--- src/logic/cam_pkg.sv ---
/* CAM package
   Sizes, vector types and request structs shared by the 8-entry CAM */
package cam_pkg;

  // Array geometry
  localparam int CAM_ELS    = 8;
  localparam int CAM_TAG_W  = 8;
  localparam int CAM_DATA_W = 16;
  // One node per internal vertex of the binary tree
  localparam int CAM_PLRU_W = CAM_ELS - 1;

  typedef logic [CAM_TAG_W-1:0]  cam_tag_t;
  typedef logic [CAM_DATA_W-1:0] cam_data_t;
  // One bit per entry, used for match, empty and select masks
  typedef logic [CAM_ELS-1:0]    cam_way_t;
  typedef logic [CAM_PLRU_W-1:0] cam_plru_t;

  // Write request, nuke invalidates the whole array
  typedef struct packed {
    logic      valid;
    logic      nuke;
    cam_tag_t  tag;
    cam_data_t data;
  } cam_wr_s;

  // Read request, looked up combinationally
  typedef struct packed {
    logic     valid;
    cam_tag_t tag;
  } cam_rd_s;

endpackage

--- src/logic/cam_tag_array.sv ---
/* CAM tag array
   Tag and valid storage with parallel compare and per-entry set or global clear */
module cam_tag_array (
  input  logic                clk_i,
  input  logic                arst_n_i,
  // Write side
  input  cam_pkg::cam_way_t   set_i,
  input  logic                clear_all_i,
  input  cam_pkg::cam_tag_t   tag_i,
  output cam_pkg::cam_way_t   empty_o,
  // Read side
  input  logic                rd_v_i,
  input  cam_pkg::cam_tag_t   rd_tag_i,
  output cam_pkg::cam_way_t   match_o
);

  import cam_pkg::*;

  // Tag payload, only meaningful while the valid bit is set
  cam_tag_t tags_q [CAM_ELS];
  cam_way_t valid_q;

  // Valid bits
  always_ff @(posedge clk_i or negedge arst_n_i) begin
    if (!arst_n_i) begin
      valid_q <= '0;
    end else if (clear_all_i) begin
      // Nuke drops every entry at once
      valid_q <= '0;
    end else begin
      valid_q <= valid_q | set_i;
    end
  end

  // Tag storage, written only in the allocated entry
  always_ff @(posedge clk_i) begin
    for (int i = 0; i < CAM_ELS; i++) begin
      if (set_i[i]) begin
        tags_q[i] <= tag_i;
      end
    end
  end

  // Free entries feed the allocation choice
  assign empty_o = ~valid_q;

  // Parallel compare against every valid entry
  always_comb begin
    match_o = '0;
    for (int i = 0; i < CAM_ELS; i++) begin
      match_o[i] = rd_v_i && valid_q[i] && (tags_q[i] == rd_tag_i);
    end
  end

  // At most one entry allocated per write, and never during a nuke
  assert property (@(posedge clk_i) disable iff (!arst_n_i)
    $onehot0(set_i) && !(clear_all_i && (set_i != '0)))
    else $error("tag array set mask not one-hot or collides with clear at %0t", $time);

endmodule

--- src/logic/cam_replacement.sv ---
/* CAM replacement
   Tree pseudo-LRU state with lowest-empty-first allocation of one entry */
module cam_replacement (
  input  logic                clk_i,
  input  logic                arst_n_i,
  // Read hits refresh the tree
  input  cam_pkg::cam_way_t   touch_i,
  // Allocation request and free entries
  input  logic                alloc_v_i,
  input  cam_pkg::cam_way_t   empty_i,
  output cam_pkg::cam_way_t   alloc_o
);

  import cam_pkg::*;

  localparam int IDX_W = $clog2(CAM_ELS);

  typedef logic [IDX_W-1:0] idx_t;

  cam_plru_t plru_q;
  cam_plru_t plru_d;
  idx_t      touch_idx;
  idx_t      empty_idx;
  idx_t      victim_idx;
  idx_t      alloc_idx;

  // Lowest set bit of a mask wins so entry 0 has priority
  function automatic idx_t lowest_idx(cam_way_t mask);
    idx_t idx;
    idx = '0;
    for (int i = CAM_ELS - 1; i >= 0; i--) begin
      if (mask[i]) begin
        idx = idx_t'(i);
      end
    end
    return idx;
  endfunction

  // Walk from the root where 0 goes left and 1 goes right
  function automatic idx_t plru_victim(cam_plru_t state);
    idx_t victim;
    int   node;
    victim = '0;
    node   = 0;
    for (int lvl = 0; lvl < IDX_W; lvl++) begin
      victim[IDX_W-1-lvl] = state[node];
      node = 2 * node + 1 + int'(state[node]);
    end
    return victim;
  endfunction

  // Every node on the path now points away from the touched entry
  function automatic cam_plru_t plru_touch(cam_plru_t state, idx_t idx);
    cam_plru_t next;
    int        node;
    logic      dir;
    next = state;
    node = 0;
    for (int lvl = 0; lvl < IDX_W; lvl++) begin
      dir        = idx[IDX_W-1-lvl];
      next[node] = ~dir;
      node       = 2 * node + 1 + int'(dir);
    end
    return next;
  endfunction

  assign touch_idx  = lowest_idx(touch_i);
  assign empty_idx  = lowest_idx(empty_i);
  assign victim_idx = plru_victim(plru_q);
  // Free entry beats eviction
  assign alloc_idx  = (empty_i != '0) ? empty_idx : victim_idx;
  assign alloc_o    = alloc_v_i ? (cam_way_t'(1) << alloc_idx) : '0;

  // Read touch first and allocation last so it owns shared nodes
  always_comb begin
    plru_d = plru_q;
    if (touch_i != '0) begin
      plru_d = plru_touch(plru_d, touch_idx);
    end
    if (alloc_v_i) begin
      plru_d = plru_touch(plru_d, alloc_idx);
    end
  end

  always_ff @(posedge clk_i or negedge arst_n_i) begin
    if (!arst_n_i) begin
      plru_q <= '0;
    end else begin
      plru_q <= plru_d;
    end
  end

  // The entry just allocated is never the next victim
  assert property (@(posedge clk_i) disable iff (!arst_n_i)
    alloc_v_i |=> (victim_idx != $past(alloc_idx)))
    else $error("replacement victim repeats the entry just allocated at %0t", $time);

endmodule

--- src/logic/cam_data_array.sv ---
/* CAM data array
   Data words with one-hot write and OR-reduced read of all selected entries */
module cam_data_array (
  input  logic                clk_i,
  input  logic                arst_n_i,
  // One-hot write from the allocation
  input  cam_pkg::cam_way_t   wr_sel_i,
  input  cam_pkg::cam_data_t  wr_data_i,
  // Match mask from the tag array
  input  cam_pkg::cam_way_t   rd_sel_i,
  output cam_pkg::cam_data_t  rd_data_o
);

  import cam_pkg::*;

  cam_data_t data_q [CAM_ELS];

  // Words start at zero
  always_ff @(posedge clk_i or negedge arst_n_i) begin
    if (!arst_n_i) begin
      for (int i = 0; i < CAM_ELS; i++) begin
        data_q[i] <= '0;
      end
    end else begin
      for (int i = 0; i < CAM_ELS; i++) begin
        if (wr_sel_i[i]) begin
          data_q[i] <= wr_data_i;
        end
      end
    end
  end

  // Duplicate tags return the OR of their words, no match gives zero
  always_comb begin
    rd_data_o = '0;
    for (int i = 0; i < CAM_ELS; i++) begin
      if (rd_sel_i[i]) begin
        rd_data_o = rd_data_o | data_q[i];
      end
    end
  end

  assert property (@(posedge clk_i) disable iff (!arst_n_i) $onehot0(wr_sel_i))
    else $error("data array write select not one-hot at %0t", $time);

endmodule

--- src/logic/cam_1r1w.sv ---
/* CAM top, 8 entries with one async read port and one sync write port
   Pseudo-LRU replacement, nuke write invalidates the whole array */
module cam_1r1w (
  input  logic                clk_i,
  input  logic                arst_n_i,
  // Write or nuke request
  input  cam_pkg::cam_wr_s    wr_i,
  // Combinational lookup
  input  cam_pkg::cam_rd_s    rd_i,
  output cam_pkg::cam_data_t  rd_data_o,
  output logic                rd_hit_o
);

  import cam_pkg::*;

  cam_way_t match;
  cam_way_t empty;
  cam_way_t alloc;
  logic     nuke_clear;
  logic     alloc_v;

  // Nuke only clears, plain write allocates
  assign nuke_clear = wr_i.valid & wr_i.nuke;
  assign alloc_v    = wr_i.valid & ~wr_i.nuke;

  cam_tag_array u_tag_array (
    .clk_i       (clk_i),
    .arst_n_i    (arst_n_i),
    .set_i       (alloc),
    .clear_all_i (nuke_clear),
    .tag_i       (wr_i.tag),
    .empty_o     (empty),
    .rd_v_i      (rd_i.valid),
    .rd_tag_i    (rd_i.tag),
    .match_o     (match)
  );

  // Read hits count as use for the tree
  cam_replacement u_replacement (
    .clk_i     (clk_i),
    .arst_n_i  (arst_n_i),
    .touch_i   (match),
    .alloc_v_i (alloc_v),
    .empty_i   (empty),
    .alloc_o   (alloc)
  );

  cam_data_array u_data_array (
    .clk_i     (clk_i),
    .arst_n_i  (arst_n_i),
    .wr_sel_i  (alloc),
    .wr_data_i (wr_i.data),
    .rd_sel_i  (match),
    .rd_data_o (rd_data_o)
  );

  // Match is already qualified by read valid
  assign rd_hit_o = |match;

endmodule

--- config.mk ---
export PLATFORM = sky130hd
export DESIGN_NAME = cam_1r1w
export DESIGN_NICKNAME = d
export VERILOG_FILES = /design/src/logic/cam_pkg.sv /design/src/logic/cam_tag_array.sv /design/src/logic/cam_replacement.sv /design/src/logic/cam_data_array.sv /design/src/logic/cam_1r1w.sv
export SDC_FILE = /design/constraint.sdc
export NUM_CORES = 1
export LEC_CHECK = 0
export BUFFER_PORTS_ARGS = -buffer_cell sky130_fd_sc_hd__buf_4
export CORE_AREA = 2 2 158 160
export DETAILED_ROUTE_END_ITERATION = 8
export DIE_AREA = 0 0 160 162
export GPL_TIMING_DRIVEN = 1
export SETUP_SLACK_MARGIN = 0.15
export SYNTH_ARGS = -nofsm -noshare
export SYNTH_HDL_FRONTEND = slang
export SYNTH_SLANG_ARGS = --single-unit
--- constraint.sdc ---
create_clock -name clk_i -period 3 [get_ports clk_i]
set_input_delay 0.6 -clock clk_i [delete_from_list [all_inputs] [get_ports clk_i]]
set_output_delay 0.6 -clock clk_i [all_outputs]
set_load 0.02 [all_outputs]
==> impl_metrics.csv <==
group,metric,value,unit
synth,ys_types,55,
synth,synth_area_leaders,"dfrtp_1 (37%), edfxtp_1 (20%), mux2_2 (9.5%), mux2_4 (6.3%), xnor2_1 (5.9%)",
route,dr.pass1.iters,5,
worst_setup_path,crit_buf_inv,2,
power_and_ir_drop,vdd_drop_max,0.457,mV
power_and_ir_drop,p_leak,5.16,nW
sta,finalHoldViolCount,0,
placed_design,gp_congestion,0.778,
cells_and_area,areaGrowthSynthToFinish,26.4,%
worst_setup_path,crit_slowest_cell,"edfxtp_1",
die,die-area,25900,sq um
sta,period_needed,2900,ps
cells_and_area,final_common_cell,"dfrtp_1",
die,core,24100,sq um
synth,ys_seq_elements,207,
sta,fin_hold_ws,62.6,ps
grt,grt_pass1_wl,37900,um
worst_setup_path,crit_required,2400,ps
status,status,"finished clean",
grt,grtUsageTotal,0.186,
sta,fmax,345,MHz
worst_setup_path,crit_fanout,20,
die,die_h,162,um
synth,syn-num-nets,710,
run,drv_cap,0,
clocking,cts_root_buf,"clkbuf_16",
worst_hold_path,hp-class,"in2async",
clocking,clock_latency,520,ps
route,post_drt_wl_per_cell,21.5,um
worst_setup_path,rr_worst_depth,14,
clocking,cts_tree,"built",
route,drcViolationCount,0,
clocking,cts.clk_slew.worst_paths,60,ps
synth,syn_inst,664,
sta,min_period_over_period,0.967,
route,vias,6115,
route,antenna_left,0,
grt,grt_pass1_vias,6602,
worst_setup_path,cp_common_cell,"nand3_1",
placed_design,place_area,10600,sq um
die,num_rows,57,
synth,yosysTopAreaCell,"dfrtp_1",
cells_and_area,antennaDiodeCount,0,
placed_design,port_buffers,53,
clocking,ctsHtreeMaxLevel,1,
power_and_ir_drop,p_total,0.00716,W
worst_setup_path,crit_chain,"xnor2_1, nand3_1, nor3_4, buf_12, a22o_1, a221oi_2, nand3_1, buf_6",
clocking,cts_buffer_depth,3,
sta,fin_worst_skew,16.8,ps
worst_setup_path,crit_path_start_kind,"flop",
clocking,cts_made_buffers,24,
cells_and_area,drive_gt1_frac,0.428,
worst_setup_path,critical_path_class,"reg2out",
route,via_per_inst,5.40,
worst_setup_path,crit_path_end_kind,"output port",
clocking,cts_hold_buf,0,
synth,synth_area_per_cell,14.4,sq um
sta,slew_viol_final,0,
synth,synth_area,9570,sq um
synth,ys_seq_area_frac,0.575,
worst_setup_path,cp_top_family,"simple AND/OR/NAND/NOR gates",
cells_and_area,design_area,12100,sq um
die,start_util,0.397,
synth,synth.top_cell.area_share,0.374,
clocking,cts.sinks,207,
grt,overflow,0,
die,fp.dieW,160,um
cells_and_area,fin_nets,837,
synth,synth-main-ff-cell,"dfrtp_1",
synth,async_flop_share,0.691,
route,routed_wl,24300,um
sta,slew_headroom,0.467,
power_and_ir_drop,power.density,592,nW/um^2
placed_design,dp_hpwl,15300,um
synth,synth_edf_count,64,
sta,rsz0062_at_grt,"yes",
grt,grt_max_degree,63,
worst_setup_path,slowest_delay,390,ps
die,ios,54,
synth,yosys_warnings,0,
sta,tightest_slew,790,ps
worst_setup_path,worst-path-stages,8,
worst_setup_path,arrival,2300,ps
cells_and_area,layout_common_cells,"dfrtp_1 (143), buf_4 (87), mux2_2 (81)",
grt,antenna_found_initial,0,
route,drtIter0Drc,332,
sta,setup_viol,0,
[state kept, by name, summed over array words and instances (netlist names)]
| signal | flops |
|---|---|
| u_data_array.data_q | 128 |
| u_tag_array.tags_q | 64 |
| u_tag_array.valid_q | 8 |
| u_replacement.plru_q | 7 |
[area by class of cell]
type,instances,area [sq um]
multi-input combinational,419,4010
tap,324,405
timing repair buffer,133,1360
sequential,207,5500
fill,2115,12000
clock inverter,12,103
clock buffer,32,681
inverter,6,25.0
[path summary, 6_finish.rpt]
path,start,endpoint,slack [ps]
worst min register to register,u_data_array.data_q[32],u_data_array.data_q[32],480
worst max register to register,u_tag_array.tags_q[0][1],u_replacement.plru_q[0],280
max in group asynchronous,arst_n_i,u_data_array.data_q[76],2080
worst min-delay path,arst_n_i,u_data_array.data_q[20],60
min in group clk_i,wr_i[16],u_tag_array.tags_q[0][8],330
worst max-delay path,u_tag_array.tags_q[0][18],rd_data_o[7],100
[cell usage after synthesis (10+ instances only)]
master    instances
nand2_1          23
dfrtp_1         143
edfxtp_1         64
clkbuf_1         10
mux2_4           40
nand3_1          28
a22o_1           12
nand4_1          19
mux2_2           81
xnor2_1          64
a22oi_1          40
a221oi_1         13
[layer usage]
| layer | routed length, um | global-route usage | vias to the layer above |
|---|---|---|---|
| met5 | 0 | 0 | - |
| met4 | 393 | 0.0405 | 0 |
| met3 | 1100 | 0.0299 | 33 |
| met2 | 11800 | 0.315 | 147 |
| met1 | 11100 | 0.255 | 3195 |
| li1 | - | - | 2740 |
[repair_timing]
action,CTS,global route
setup buffers,13,23
cloned,0,1
endpoints found under the hold margin,0,0
gates resized for setup,50,13
endpoints found under the setup margin,27,40
pin swaps,27,21
[where the power goes]
part	internal [W]	leakage (nW)	total [W]	switching [W]
Clock	0.00168	0.384	0.00284	0.00115
Combinational	0.000479	2.31	0.000818	0.000339
Sequential	0.00327	2.47	0.00350	0.000229
Total	0.00543	5.16	0.00716	0.00172
[per-stage QoR]
stage / setup TNS, ps / utilization / setup slack (ps) / cells
finish: 0 / 0.501 / 100 / 1133
global route: 0 / 0.501 / 29.3 / 1133
detailed placement: 0 / 0.439 / 11.6 / 1052
CTS: -13.2 / 0.487 / -8.24 / 1109
global placement: 0 / 0.439 / 57.0 / 1052
floorplan: 0 / - / 232 / 664
[cell families (layout without fill, tap and decap cells)]
kind of cell             after synthesis  after routing  synth area share
multiplexers                         130            130             0.168
AO/OA/AOI/OAI                        103            103            0.0861
AND/OR/NAND/NOR                      113            113            0.0725
adder cells (fa/ha/maj)                9              9            0.0118
flip-flops                           207            207             0.575
XOR/XNOR                              64             64            0.0586
buffers and inverters                 38            183            0.0276
(Power assumes the default switching activity.)
